==> src/rtl/core_mem_pkg.sv <==
`default_nettype none

package core_mem_pkg;

    localparam int ADDR_W  = 64;
    localparam int DATA_W  = 64;
    localparam int STRB_W  = DATA_W / 8;
    localparam int INSTR_W = 32;

    localparam logic [ADDR_W-1:0] RESET_PC = 64'h0000_0000_8000_0000;

    // funct3 style access sizes, bit 2 of the size input is the unsigned flag
    localparam logic [2:0] SIZE_B = 3'd0;
    localparam logic [2:0] SIZE_H = 3'd1;
    localparam logic [2:0] SIZE_W = 3'd2;
    localparam logic [2:0] SIZE_D = 3'd3;

    localparam int   NUM_CLIENTS  = 2;
    localparam logic CLIENT_LSU   = 1'b0;   // wins when both request
    localparam logic CLIENT_FETCH = 1'b1;

endpackage

`default_nettype wire

==> src/rtl/fetch_unit.sv <==
`default_nettype none

module fetch_unit import core_mem_pkg::*; (
    input  wire                 clk,
    input  wire                 rst,
    input  wire                 redirect_valid_i,
    input  wire  [ADDR_W-1:0]   redirect_pc_i,
    input  wire                 instr_ready_i,
    output logic                instr_valid_o,
    output logic [INSTR_W-1:0]  instr_o,
    output logic [ADDR_W-1:0]   instr_pc_o,
    output logic                bus_req_o,
    output logic [ADDR_W-1:0]   bus_addr_o,
    input  wire                 bus_done_i,
    input  wire  [DATA_W-1:0]   bus_rdata_i
);

    logic [ADDR_W-1:0] pc;
    logic              discard;     // read in flight belongs to the old path
    logic              launch;
    logic              fill;

    // only fetch when the buffer is empty or being drained this cycle
    assign launch = !bus_req_o && !redirect_valid_i && (!instr_valid_o || instr_ready_i);
    assign fill   = bus_done_i && !discard && !redirect_valid_i;

    always_ff @(posedge clk) begin
        if (rst) begin
            pc            <= RESET_PC;
            instr_valid_o <= 1'b0;
            bus_req_o     <= 1'b0;
            discard       <= 1'b0;
        end else begin
            if (instr_valid_o && instr_ready_i) begin
                instr_valid_o <= 1'b0;
            end
            if (launch) begin
                bus_req_o <= 1'b1;
            end else if (bus_done_i) begin
                bus_req_o <= 1'b0;
                discard   <= 1'b0;
            end
            if (fill) begin
                instr_valid_o <= 1'b1;
                pc            <= pc + ADDR_W'(4);
            end
            if (redirect_valid_i) begin
                instr_valid_o <= 1'b0;
                pc            <= redirect_pc_i;
                discard       <= bus_req_o && !bus_done_i;
            end
        end
    end

    always_ff @(posedge clk) begin
        if (launch) begin
            bus_addr_o <= {pc[ADDR_W-1:3], 3'b000};     // bus is 8 bytes wide
        end
        if (fill) begin
            instr_o    <= pc[2] ? bus_rdata_i[DATA_W-1:INSTR_W] : bus_rdata_i[INSTR_W-1:0];
            instr_pc_o <= pc;
        end
    end

    a_redirect_aligned: assert property (
        @(posedge clk) disable iff (rst)
        redirect_valid_i |-> redirect_pc_i[1:0] == 2'b00
    );

endmodule

`default_nettype wire

==> src/rtl/load_store_unit.sv <==
`default_nettype none

module load_store_unit import core_mem_pkg::*; (
    input  wire                 clk,
    input  wire                 rst,
    input  wire                 req_valid_i,
    input  wire                 req_write_i,
    input  wire  [ADDR_W-1:0]   req_addr_i,
    input  wire  [2:0]          req_size_i,
    input  wire  [DATA_W-1:0]   req_wdata_i,
    output logic                req_ready_o,
    output logic                resp_valid_o,
    output logic [DATA_W-1:0]   resp_rdata_o,
    output logic                bus_req_o,
    output logic                bus_write_o,
    output logic [ADDR_W-1:0]   bus_addr_o,
    output logic [DATA_W-1:0]   bus_wdata_o,
    output logic [STRB_W-1:0]   bus_strb_o,
    input  wire                 bus_done_i,
    input  wire  [DATA_W-1:0]   bus_rdata_i
);

    logic              busy;
    logic              accept;
    logic [2:0]        size_q;
    logic [2:0]        off_q;
    logic [STRB_W-1:0] base_strb;
    logic [2:0]        align_mask;
    logic              sext;
    logic [DATA_W-1:0] lane_data;
    logic [DATA_W-1:0] load_data;

    assign req_ready_o = !busy;
    assign accept      = req_valid_i && req_ready_o;
    assign sext        = !size_q[2];
    assign lane_data   = bus_rdata_i >> {off_q, 3'b000};    // addressed byte to lane 0

    always_comb begin
        case ({1'b0, req_size_i[1:0]})
            SIZE_B: begin
                base_strb  = STRB_W'(8'h01);
                align_mask = 3'b000;
            end
            SIZE_H: begin
                base_strb  = STRB_W'(8'h03);
                align_mask = 3'b001;
            end
            SIZE_W: begin
                base_strb  = STRB_W'(8'h0f);
                align_mask = 3'b011;
            end
            default: begin
                base_strb  = '1;
                align_mask = 3'b111;
            end
        endcase
    end

    always_comb begin
        case ({1'b0, size_q[1:0]})
            SIZE_B:  load_data = {{(DATA_W-8){sext & lane_data[7]}}, lane_data[7:0]};
            SIZE_H:  load_data = {{(DATA_W-16){sext & lane_data[15]}}, lane_data[15:0]};
            SIZE_W:  load_data = {{(DATA_W-32){sext & lane_data[31]}}, lane_data[31:0]};
            default: load_data = lane_data;
        endcase
    end

    always_ff @(posedge clk) begin
        if (rst) begin
            busy         <= 1'b0;
            bus_req_o    <= 1'b0;
            resp_valid_o <= 1'b0;
        end else begin
            resp_valid_o <= bus_done_i;     // response trails done by one cycle
            if (accept) begin
                busy      <= 1'b1;
                bus_req_o <= 1'b1;
            end
            if (bus_done_i) begin
                bus_req_o <= 1'b0;
            end
            if (resp_valid_o) begin
                busy <= 1'b0;
            end
        end
    end

    always_ff @(posedge clk) begin
        if (accept) begin
            bus_write_o <= req_write_i;
            bus_addr_o  <= {req_addr_i[ADDR_W-1:3], 3'b000};
            bus_wdata_o <= req_wdata_i << {req_addr_i[2:0], 3'b000};
            bus_strb_o  <= base_strb << req_addr_i[2:0];
            size_q      <= req_size_i;
            off_q       <= req_addr_i[2:0];
        end
        if (bus_done_i) begin
            resp_rdata_o <= bus_write_o ? '0 : load_data;   // stores answer zero
        end
    end

    a_natural_align: assert property (
        @(posedge clk) disable iff (rst)
        accept |-> (req_addr_i[2:0] & align_mask) == 3'b000
    );

endmodule

`default_nettype wire

==> src/rtl/bus_arbiter.sv <==
`default_nettype none

module bus_arbiter import core_mem_pkg::*; (
    input  wire                     clk,
    input  wire                     rst,
    input  wire  [NUM_CLIENTS-1:0]  cli_req_i,
    input  wire  [NUM_CLIENTS-1:0]  cli_write_i,
    input  wire  [ADDR_W-1:0]       cli_addr_i  [NUM_CLIENTS],
    input  wire  [DATA_W-1:0]       cli_wdata_i [NUM_CLIENTS],
    input  wire  [STRB_W-1:0]       cli_strb_i  [NUM_CLIENTS],
    output logic [NUM_CLIENTS-1:0]  cli_done_o,
    output logic [DATA_W-1:0]       cli_rdata_o,
    output logic                    bus_req_o,
    output logic                    bus_write_o,
    output logic [ADDR_W-1:0]       bus_addr_o,
    output logic [DATA_W-1:0]       bus_wdata_o,
    output logic [STRB_W-1:0]       bus_strb_o,
    input  wire                     bus_done_i,
    input  wire  [DATA_W-1:0]       bus_rdata_i
);

    logic locked;
    logic owner;
    logic sel;

    // fixed priority while free, owner while locked
    assign sel = locked ? owner : (cli_req_i[CLIENT_LSU] ? CLIENT_LSU : CLIENT_FETCH);

    assign bus_req_o   = cli_req_i[sel];
    assign bus_write_o = cli_write_i[sel];
    assign bus_addr_o  = cli_addr_i[sel];
    assign bus_wdata_o = cli_wdata_i[sel];
    assign bus_strb_o  = cli_strb_i[sel];
    assign cli_rdata_o = bus_rdata_i;   // shared, only the owner sees done

    always_comb begin
        cli_done_o        = '0;
        cli_done_o[owner] = bus_done_i && locked;
    end

    always_ff @(posedge clk) begin
        if (rst) begin
            locked <= 1'b0;
            owner  <= CLIENT_LSU;
        end else if (!locked && bus_req_o) begin
            locked <= 1'b1;
            owner  <= sel;
        end else if (locked && bus_done_i) begin
            locked <= 1'b0;
        end
    end

    a_done_to_requester: assert property (
        @(posedge clk) disable iff (rst)
        (cli_done_o & ~cli_req_i) == '0
    );

    a_owner_req_held: assert property (
        @(posedge clk) disable iff (rst)
        locked |-> cli_req_i[owner]
    );

endmodule

`default_nettype wire

==> src/rtl/axi_single_master.sv <==
`default_nettype none

module axi_single_master import core_mem_pkg::*; (
    input  wire                 clk,
    input  wire                 rst,
    input  wire                 bus_req_i,
    input  wire                 bus_write_i,
    input  wire  [ADDR_W-1:0]   bus_addr_i,
    input  wire  [DATA_W-1:0]   bus_wdata_i,
    input  wire  [STRB_W-1:0]   bus_strb_i,
    output logic                bus_done_o,
    output logic [DATA_W-1:0]   bus_rdata_o,
    input  wire                 axi_awready_i,
    output logic                axi_awvalid_o,
    output logic [ADDR_W-1:0]   axi_awaddr_o,
    input  wire                 axi_wready_i,
    output logic                axi_wvalid_o,
    output logic [DATA_W-1:0]   axi_wdata_o,
    output logic [STRB_W-1:0]   axi_wstrb_o,
    output logic                axi_wlast_o,
    input  wire                 axi_bvalid_i,
    output logic                axi_bready_o,
    input  wire                 axi_arready_i,
    output logic                axi_arvalid_o,
    output logic [ADDR_W-1:0]   axi_araddr_o,
    input  wire                 axi_rvalid_i,
    input  wire  [DATA_W-1:0]   axi_rdata_i,
    input  wire                 axi_rlast_i,
    output logic                axi_rready_o
);

    typedef enum logic [1:0] {
        ST_IDLE,
        ST_ADDR,
        ST_RESP,
        ST_DONE
    } state_t;

    state_t state;
    logic   aw_end;
    logic   w_end;
    logic   addr_end;
    logic   resp_end;

    // aw and w finish independently, in either order
    assign aw_end   = !axi_awvalid_o || axi_awready_i;
    assign w_end    = !axi_wvalid_o || axi_wready_i;
    assign addr_end = bus_write_i ? (aw_end && w_end) : axi_arready_i;
    assign resp_end = bus_write_i ? axi_bvalid_i : axi_rvalid_i;

    assign axi_awaddr_o = bus_addr_i;   // client holds fields until done
    assign axi_araddr_o = bus_addr_i;
    assign axi_wdata_o  = bus_wdata_i;
    assign axi_wstrb_o  = bus_strb_i;
    assign axi_wlast_o  = axi_wvalid_o; // single beat
    assign axi_bready_o = (state == ST_RESP) && bus_write_i;
    assign axi_rready_o = (state == ST_RESP) && !bus_write_i;
    assign bus_done_o   = (state == ST_DONE);

    always_ff @(posedge clk) begin
        if (rst) begin
            state         <= ST_IDLE;
            axi_awvalid_o <= 1'b0;
            axi_wvalid_o  <= 1'b0;
            axi_arvalid_o <= 1'b0;
        end else begin
            case (state)
                ST_IDLE: begin
                    if (bus_req_i) begin
                        state         <= ST_ADDR;
                        axi_awvalid_o <= bus_write_i;
                        axi_wvalid_o  <= bus_write_i;
                        axi_arvalid_o <= !bus_write_i;
                    end
                end
                ST_ADDR: begin
                    if (axi_awready_i) begin
                        axi_awvalid_o <= 1'b0;
                    end
                    if (axi_wready_i) begin
                        axi_wvalid_o <= 1'b0;
                    end
                    if (axi_arready_i) begin
                        axi_arvalid_o <= 1'b0;
                    end
                    if (addr_end) begin
                        state <= ST_RESP;
                    end
                end
                ST_RESP: begin
                    if (resp_end) begin
                        state <= ST_DONE;
                    end
                end
                default: state <= ST_IDLE;
            endcase
        end
    end

    always_ff @(posedge clk) begin
        if (axi_rvalid_i && axi_rready_o) begin
            bus_rdata_o <= axi_rdata_i;
        end
    end

    a_aw_hold: assert property (
        @(posedge clk) disable iff (rst)
        axi_awvalid_o && !axi_awready_i |=> axi_awvalid_o && $stable(axi_awaddr_o)
    );

    a_w_hold: assert property (
        @(posedge clk) disable iff (rst)
        axi_wvalid_o && !axi_wready_i |=>
            axi_wvalid_o && $stable(axi_wdata_o) && $stable(axi_wstrb_o)
    );

    a_ar_hold: assert property (
        @(posedge clk) disable iff (rst)
        axi_arvalid_o && !axi_arready_i |=> axi_arvalid_o && $stable(axi_araddr_o)
    );

    a_rlast: assert property (
        @(posedge clk) disable iff (rst)
        axi_rvalid_i && axi_rready_o |-> axi_rlast_i
    );

endmodule

`default_nettype wire

==> src/rtl/core_mem_top.sv <==
`default_nettype none

module core_mem_top import core_mem_pkg::*; (
    input  wire                 clk,
    input  wire                 rst,
    input  wire                 redirect_valid_i,
    input  wire  [ADDR_W-1:0]   redirect_pc_i,
    output wire                 instr_valid_o,
    output wire  [INSTR_W-1:0]  instr_o,
    output wire  [ADDR_W-1:0]   instr_pc_o,
    input  wire                 instr_ready_i,
    input  wire                 req_valid_i,
    input  wire                 req_write_i,
    input  wire  [ADDR_W-1:0]   req_addr_i,
    input  wire  [2:0]          req_size_i,
    input  wire  [DATA_W-1:0]   req_wdata_i,
    output wire                 req_ready_o,
    output wire                 resp_valid_o,
    output wire  [DATA_W-1:0]   resp_rdata_o,
    input  wire                 axi_awready_i,
    output wire                 axi_awvalid_o,
    output wire  [ADDR_W-1:0]   axi_awaddr_o,
    input  wire                 axi_wready_i,
    output wire                 axi_wvalid_o,
    output wire  [DATA_W-1:0]   axi_wdata_o,
    output wire  [STRB_W-1:0]   axi_wstrb_o,
    output wire                 axi_wlast_o,
    input  wire                 axi_bvalid_i,
    output wire                 axi_bready_o,
    input  wire                 axi_arready_i,
    output wire                 axi_arvalid_o,
    output wire  [ADDR_W-1:0]   axi_araddr_o,
    input  wire                 axi_rvalid_i,
    input  wire  [DATA_W-1:0]   axi_rdata_i,
    input  wire                 axi_rlast_i,
    output wire                 axi_rready_o
);

    wire [NUM_CLIENTS-1:0] cli_req;
    wire [NUM_CLIENTS-1:0] cli_write;
    wire [NUM_CLIENTS-1:0] cli_done;
    wire [ADDR_W-1:0]      cli_addr  [NUM_CLIENTS];
    wire [DATA_W-1:0]      cli_wdata [NUM_CLIENTS];
    wire [STRB_W-1:0]      cli_strb  [NUM_CLIENTS];
    wire [DATA_W-1:0]      cli_rdata;

    wire                   bus_req;
    wire                   bus_write;
    wire [ADDR_W-1:0]      bus_addr;
    wire [DATA_W-1:0]      bus_wdata;
    wire [STRB_W-1:0]      bus_strb;
    wire                   bus_done;
    wire [DATA_W-1:0]      bus_rdata;

    // fetch never writes
    assign cli_write[CLIENT_FETCH] = 1'b0;
    assign cli_wdata[CLIENT_FETCH] = '0;
    assign cli_strb[CLIENT_FETCH]  = '0;

    fetch_unit u_fetch (
        .clk              (clk),
        .rst              (rst),
        .redirect_valid_i (redirect_valid_i),
        .redirect_pc_i    (redirect_pc_i),
        .instr_ready_i    (instr_ready_i),
        .instr_valid_o    (instr_valid_o),
        .instr_o          (instr_o),
        .instr_pc_o       (instr_pc_o),
        .bus_req_o        (cli_req[CLIENT_FETCH]),
        .bus_addr_o       (cli_addr[CLIENT_FETCH]),
        .bus_done_i       (cli_done[CLIENT_FETCH]),
        .bus_rdata_i      (cli_rdata)
    );

    load_store_unit u_lsu (
        .clk          (clk),
        .rst          (rst),
        .req_valid_i  (req_valid_i),
        .req_write_i  (req_write_i),
        .req_addr_i   (req_addr_i),
        .req_size_i   (req_size_i),
        .req_wdata_i  (req_wdata_i),
        .req_ready_o  (req_ready_o),
        .resp_valid_o (resp_valid_o),
        .resp_rdata_o (resp_rdata_o),
        .bus_req_o    (cli_req[CLIENT_LSU]),
        .bus_write_o  (cli_write[CLIENT_LSU]),
        .bus_addr_o   (cli_addr[CLIENT_LSU]),
        .bus_wdata_o  (cli_wdata[CLIENT_LSU]),
        .bus_strb_o   (cli_strb[CLIENT_LSU]),
        .bus_done_i   (cli_done[CLIENT_LSU]),
        .bus_rdata_i  (cli_rdata)
    );

    bus_arbiter u_arbiter (
        .clk         (clk),
        .rst         (rst),
        .cli_req_i   (cli_req),
        .cli_write_i (cli_write),
        .cli_addr_i  (cli_addr),
        .cli_wdata_i (cli_wdata),
        .cli_strb_i  (cli_strb),
        .cli_done_o  (cli_done),
        .cli_rdata_o (cli_rdata),
        .bus_req_o   (bus_req),
        .bus_write_o (bus_write),
        .bus_addr_o  (bus_addr),
        .bus_wdata_o (bus_wdata),
        .bus_strb_o  (bus_strb),
        .bus_done_i  (bus_done),
        .bus_rdata_i (bus_rdata)
    );

    axi_single_master u_axi (
        .clk           (clk),
        .rst           (rst),
        .bus_req_i     (bus_req),
        .bus_write_i   (bus_write),
        .bus_addr_i    (bus_addr),
        .bus_wdata_i   (bus_wdata),
        .bus_strb_i    (bus_strb),
        .bus_done_o    (bus_done),
        .bus_rdata_o   (bus_rdata),
        .axi_awready_i (axi_awready_i),
        .axi_awvalid_o (axi_awvalid_o),
        .axi_awaddr_o  (axi_awaddr_o),
        .axi_wready_i  (axi_wready_i),
        .axi_wvalid_o  (axi_wvalid_o),
        .axi_wdata_o   (axi_wdata_o),
        .axi_wstrb_o   (axi_wstrb_o),
        .axi_wlast_o   (axi_wlast_o),
        .axi_bvalid_i  (axi_bvalid_i),
        .axi_bready_o  (axi_bready_o),
        .axi_arready_i (axi_arready_i),
        .axi_arvalid_o (axi_arvalid_o),
        .axi_araddr_o  (axi_araddr_o),
        .axi_rvalid_i  (axi_rvalid_i),
        .axi_rdata_i   (axi_rdata_i),
        .axi_rlast_i   (axi_rlast_i),
        .axi_rready_o  (axi_rready_o)
    );

endmodule

`default_nettype wire

==> config.mk <==
export PLATFORM = sky130hd
export DESIGN_NAME = core_mem_top
export DESIGN_NICKNAME = d
export VERILOG_FILES = /design/src/rtl/core_mem_pkg.sv /design/src/rtl/fetch_unit.sv /design/src/rtl/load_store_unit.sv /design/src/rtl/bus_arbiter.sv /design/src/rtl/axi_single_master.sv /design/src/rtl/core_mem_top.sv
export SDC_FILE = /design/constraint.sdc
export NUM_CORES = 1
export LEC_CHECK = 0
export ABC_AREA = 1
export BUFFER_PORTS_ARGS = -buffer_cell sky130_fd_sc_hd__buf_2
export CELL_PAD_IN_SITES_DETAIL_PLACEMENT = 1
export CELL_PAD_IN_SITES_GLOBAL_PLACEMENT = 2
export CORE_MARGIN = 1.5
export CORE_UTILIZATION = 35
export CTS_BUF_LIST = sky130_fd_sc_hd__clkbuf_2
export CTS_CLUSTER_SIZE = 40
export DETAILED_ROUTE_END_ITERATION = 12
export PLACE_DENSITY_LB_ADDON = 0.1
export SLEW_MARGIN = 20
export SYNTH_ARGS = -nofsm -noshare
export SYNTH_HDL_FRONTEND = slang
export SYNTH_SLANG_ARGS = --single-unit
==> constraint.sdc <==
create_clock -name clk -period 16.2 [get_ports clk]
set_input_delay 0.81 -clock clk [delete_from_list [all_inputs] [get_ports clk]]
set_output_delay 0.81 -clock clk [all_outputs]
set_load 0.03 [all_outputs]
# ---- Word-level counts from Yosys, hierarchy flattened
# Cells that the tools add are included.
dict set report word_totals {
  register_bits 502
  wordCells 140
  output_inout_bits 369
}
dict set report op_classes {
  shift 3
  magnitude_cmp 4
  bitwise 5
  eq_ne 14
  n_mux 44
  reduce_logical 45
  addsub 1
}
# cell count
set op_table {}
lappend op_table {{64-bit 2-to-1 mux} 8}
lappend op_table {{64-bit case mux with 3 select lines} 1}
lappend op_table {{64-bit by 3-bit adder with 64-bit output (second input constant)} 1}
lappend op_table {{64-bit by 6-bit << shifter with 64-bit output} 1}
lappend op_table {{64-bit by 6-bit >> shifter with 64-bit output} 1}
lappend op_table {{32-bit 2-to-1 mux} 1}
lappend op_table {{8-bit 2-to-1 mux} 3}
lappend op_table {{8-bit case mux with 3 select lines} 1}
lappend op_table {{1-bit 2-to-1 mux} 22}
lappend op_table {{1-bit logical AND} 14}
lappend op_table {{3-bit AND reduction} 4}
lappend op_table {{2-bit nonzero test} 6}
lappend op_table {{1-bit zero test} 11}
lappend op_table {{2-bit inequality test (second input constant)} 5}
lappend op_table {{2-bit equality test (second input constant)} 4}
lappend op_table {{8-bit by 3-bit << shifter with 8-bit output} 1}
lappend op_table {{2-bit by 1-bit equality test with 1-bit output (second input constant)} 3}
lappend op_table {{2-bit zero test} 3}
lappend op_table {{2-bit 2-to-1 mux} 3}
lappend op_table {{1-bit case mux with 2 select lines} 3}
lappend op_table {{2-bit case mux with 3 select lines} 1}
lappend op_table {{2-bit OR reduction} 3}
lappend op_table {{1-bit by 2-bit < comparator with 1-bit output (second input constant)} 2}
lappend op_table {{2-bit by 1-bit inequality test with 1-bit output (second input constant)} 2}
lappend op_table {{other kinds (8)} 12}

# ---- Longest topological paths before layout
dict set report logic_depth {
  word_depth 9
  mapped_depth 14
}

# ---- Modules after synthesis
# Synthesis repeated with hierarchy kept, for this count alone.
dict set report hier_totals {
  hier_cells 3126
  hier_area_um2 27054.7
}
# module seq_area_each_um2 area_per_inst_um2 instances cells_each
set modules_own_cells {}
lappend modules_own_cells {load_store_unit 6185.9 10354.9 1 1101}
lappend modules_own_cells {fetch_unit 6055.8 10073.4 1 1140}
lappend modules_own_cells {axi_single_master 2021.9 3816.2 1 327}
lappend modules_own_cells {bus_arbiter 40.0 2806.4 1 557}
lappend modules_own_cells {core_mem_top 0.0 3.8 1 1}

# ---- Least setup slack after synthesis
# No wires, ideal clock.
dict set report synth_path {
  kind {input-to-reg}
  from {input req_valid_i}
  to {register u_lsu.bus_addr_o[10], enable pin}
  t_arrival_ps 6758
  setup_slack_ps 8795
  stages 2
  t_required_ps 15553
  setup_ps 647
  cell_sequence {inv_1 nor2_1}
}
dict set report synth_via {
  elab_chain_cells 1
}
# element line
set synth_rtl {}
lappend synth_rtl {{from (decl)} core_mem_top.sv:12} ;# input wire req_valid_i,
lappend synth_rtl {{1-bit logical AND} load_store_unit.sv:34} ;# assign accept = req_valid_i && req_ready_o;
lappend synth_rtl {{via u_lsu.accept} load_store_unit.sv:24} ;# logic accept;
lappend synth_rtl {{to (signal assigned)} load_store_unit.sv:91} ;# bus_addr_o <= {req_addr_i[ADDR_W-1:3], 3'b000};
lappend synth_rtl {{to (decl)} load_store_unit.sv:16} ;# output logic [ADDR_W-1:0] bus_addr_o,
# The timed path passes the listed nets, and every way through them passes these cells.
# A chain may end at the register's enable or synchronous reset.

# ---- Worst setup path after layout
dict set report layout_path {
  from {register u_arbiter.owner}
  to {output axi_awaddr_o[7]}
}
dict set report layout_via {
  elab_chain_cells 5
}
# element line
set layout_rtl {}
lappend layout_rtl {{from (decl)} bus_arbiter.sv:23} ;# logic owner;
lappend layout_rtl {{from (signal assigned)} bus_arbiter.sv:47} ;# owner <= sel;
lappend layout_rtl {{1-bit 2-to-1 mux} bus_arbiter.sv:27} ;# assign sel = locked ? owner : (cli_req_i[CLIENT_LSU] ? CLIENT_LSU : CLIENT_FETCH);
lappend layout_rtl {{1-bit inverter with 2-bit output (not written as such)} bus_arbiter.sv:31} ;# assign bus_addr_o = cli_addr_i[sel];
lappend layout_rtl {{64-bit 2-to-1 mux (not written as such) (3 in a row)} bus_arbiter.sv:31}
lappend layout_rtl {{to (decl)} core_mem_top.sv:22} ;# output wire [ADDR_W-1:0] axi_awaddr_o,
# No other way between the ends. The select of a mux whose other input is x is not followed.

==> results.md <==
- Status: complete, no violations
- Max-cap violations: 0
- Worst rel slew slack: 0.302
- Crit share post-route: 0.294
- Largest net degree at the start of global routing: 142
- CTS tree: done
- DR vias/cell: 4.87
- DP HPWL: 71.2 mm
- Max-slew violations: 0
- GPL Wtd Cong: 0.887
- DRC Markers: 0
- GRT overflow: 0
- Most common cell after layout, fill and taps aside: nand2_1
- Register area share after synthesis: 0.586
- Required time worst endpoint: 15.39 ns
- Share of post-route cells with drive strength above 1: 0.249
- R2R setup slack: 12.56 ns
- Fin crit period: 4.77 ns
- Multi-input logic area: 8040 um^2
- YS warnings: 0
- Final TNS setup: 0 ns
- Setup violators final: 0
- GR Util All Layers: 0.273
- Starting Density: 0.355
- Final ANT Viol Nets: 0
- Min-Delay Path Depth: 5
- Achievable frequency: 0.210 GHz
- Mapped Cells: 2733
- Vias in the first global route: 23.8k
- Pre-CTS setup slack: 12.54 ns
- HP Class: in -> reg
- Arrival @ worst endpoint: 3.96 ns
- Io pins: 640
- Initial DRC count: 1204
- Post-synthesis async set-or-reset flop share: 0
- Final-stage net count: 3930
- Via count: 22.9k
- Initial antenna violation count: 22
- Worst Hold Endpoint: u_lsu.bus_wdata_o[63]$_DFFE_PP_
- IO buf count: 632
- Static leakage: 14.4 nW
- Die H: 267 um
- Layout area overhead: 33.0%
- Post-CTS Setup Bufs: 0
- Max FO, Critical Path: 92
- Prevailing post-synth register cell: edfxtp_1
- Util after Layout: 0.472
- R2R cell count: 10
- Crit path kind: reg -> out
- Crit start category: flop
- Layout fillers: 8383
- Post-synth cell types: 46
- R2R Path Start: u_arbiter.owner$_SDFFE_PP0P_
- Clk pin slew, worst setup/hold paths: 0.10 ns
- CP Capture Type: output port
- CTS max path bufs: 3
- Actual slew at the worst max-slew pin: 1.05 ns
- RSZ-0062 raised after global routing: no
- Worst Clk Skew: 0.0847 ns
- DR WL/cell: 21.0 um
- Clk sinks: 502
- DP Area: 27800 um^2
- Site Rows: 96
- Most frequent cells in the layout: nand2_1 (772), buf_2 (632), edfxtp_1 (425), nor2_1 (355), dlygate4sd3_1 (322)
- Post-Syn Area: 24400 um^2
- Drt first pass iters: 5
- Maximum level of the CTS H-tree: 4
- Final hold vios: 0
- Peak supply drop: 0.0000550 V
- Power Dens Cells: 101 nW/um^2
- Total power: 3.28 mW
- CTS buffer count: 144
- Design area: 32500 um^2
- Syn Area/Cell: 8.93 um^2
- Number of flops mapped to enable cells by yosys: 425
- Yosys reg bits: 502
- PnR worst setup slack: 11.43 ns
- Register area: 14300 um^2
- First-pass GRT wire length: 145 mm
- Hold_sp: req_wdata_i[63]
- Total core area: 68800 um^2
- Die Wd: 267 um
- Drt total wl: 98.9 mm
- RR Endpoint: u_axi.state[0]$_SDFFE_PP0P_
- Die ar.: 71400 um^2
- Clk Tree Root Cell: clkbuf_2
- Worst skew pair latency: 1.35 ns
metrics by stage:
step                      std cells  hold slack [ns]
after detailed placement       4117            0.429
after floorplan                2738            0.403
after CTS                      4698          0.00175
after global placement         4117            0.415
after global routing           4707           0.0150
final                          4710            0.132
cell families after synthesis:
kind of cell	after synthesis	share of synthesized area
AND/OR/NAND/NOR	1308	0.216
flip-flops	502	0.586
buffers and inverters	477	0.0877
AO/OA/AOI/OAI	383	0.0854
multiplexers	29	0.0119
XOR/XNOR	28	0.0100
adder cells (fa/ha/maj)	5	0.00256
other	1	0.000154
worst max path at each step:
stage / from / endpoint / cells after the start
5_1_grt: u_arbiter.owner$_SDFFE_PP0P_ / axi_awaddr_o[54] / 6
3_5_place_dp: redirect_valid_i / u_fetch.pc[28]$_SDFFE_PP0P_ / 7
2_1_floorplan: req_valid_i / u_lsu.bus_addr_o[10]$_DFFE_PP_ / 2
4_1_cts: u_arbiter.owner$_SDFFE_PP0P_ / axi_araddr_o[7] / 6
3_3_place_gp: redirect_valid_i / u_fetch.pc[28]$_SDFFE_PP0P_ / 7
6_report: u_arbiter.owner$_SDFFE_PP0P_ / axi_awaddr_o[7] / 6
synthesized netlist by cell type (3+ instances only):
cell type,count,area share
a31oi_1,25,0.0064
nand2_1,774,0.12
buf_6,3,0.0014
mux2i_1,29,0.012
nor3_1,11,0.0023
or2_2,7,0.0018
nand2_4,3,0.0014
nor2_2,8,0.0020
nor2_8,3,0.0025
nand2_2,4,0.0010
dfxtp_1,77,0.063
clkbuf_1,71,0.011
nand4_1,20,0.0051
o211ai_1,37,0.011
o21ai_1,23,0.0047
nor2_1,358,0.055
buf_2,32,0.0066
xor2_1,17,0.0061
inv_2,11,0.0017
o21ai_0,198,0.041
nand3_1,108,0.022
ha_1,5,0.0026
a21oi_1,80,0.016
buf_4,76,0.023
xnor2_1,11,0.0039
edfxtp_1,425,0.52
inv_1,262,0.040
o22ai_1,10,0.0026
buf_1,19,0.0029
sequential cells by signal (all words and copies together), names as in the netlist, 2 cells and up:
signal,cells
u_fetch.instr_o,32
u_lsu.resp_rdata_o,64
u_fetch.bus_addr_o,61
u_axi.bus_rdata_o,64
u_lsu.bus_wdata_o,64
u_lsu.off_q,3
u_fetch.instr_pc_o,64
u_lsu.bus_addr_o,61
u_lsu.bus_strb_o,8
u_fetch.pc,64
u_lsu.size_q,3
u_axi.state,2
per-layer routing:
layer	vias to the layer above	GRT usage	part of all wire
met5	-	0	0.00096
met4	16	0.107	0.033
met3	175	0.0757	0.071
met2	763	0.433	0.46
met1	11100	0.353	0.44
li1	10900	-	-
power breakdown:
group	total (mW)	internal, mW	switching (mW)	leakage (nW)
sequential	1.55	1.49	0.0567	4.64
clock	0.997	0.409	0.588	1.04
combinational	0.739	0.227	0.512	8.73
critical path, cell delays in order (launching register included):
cell	delay (ns)
dfxtp_1	0.54
nand2_1	0.16
nand2_4	0.44
buf_4	0.89
nand2_1	0.14
nand2_1	0.24
buf_2	0.24
repair_timing:
action | in CTS | in global routing
gates resized for setup | 0 | 0
endpoints found under the hold margin | 266 | 0
hold buffers | 322 | 0
final cells by class:
type | instances | area share
timing repair buffer | 971 | 0.201
inverter | 276 | 0.0321
tap | 931 | 0.0359
clock buffer | 218 | 0.0336
sequential | 502 | 0.441
multi-input combinational | 1759 | 0.248
antenna | 12 | 0.000925
clock inverter | 41 | 0.00817
Note: power is estimated with default switching activity, not from simulation.
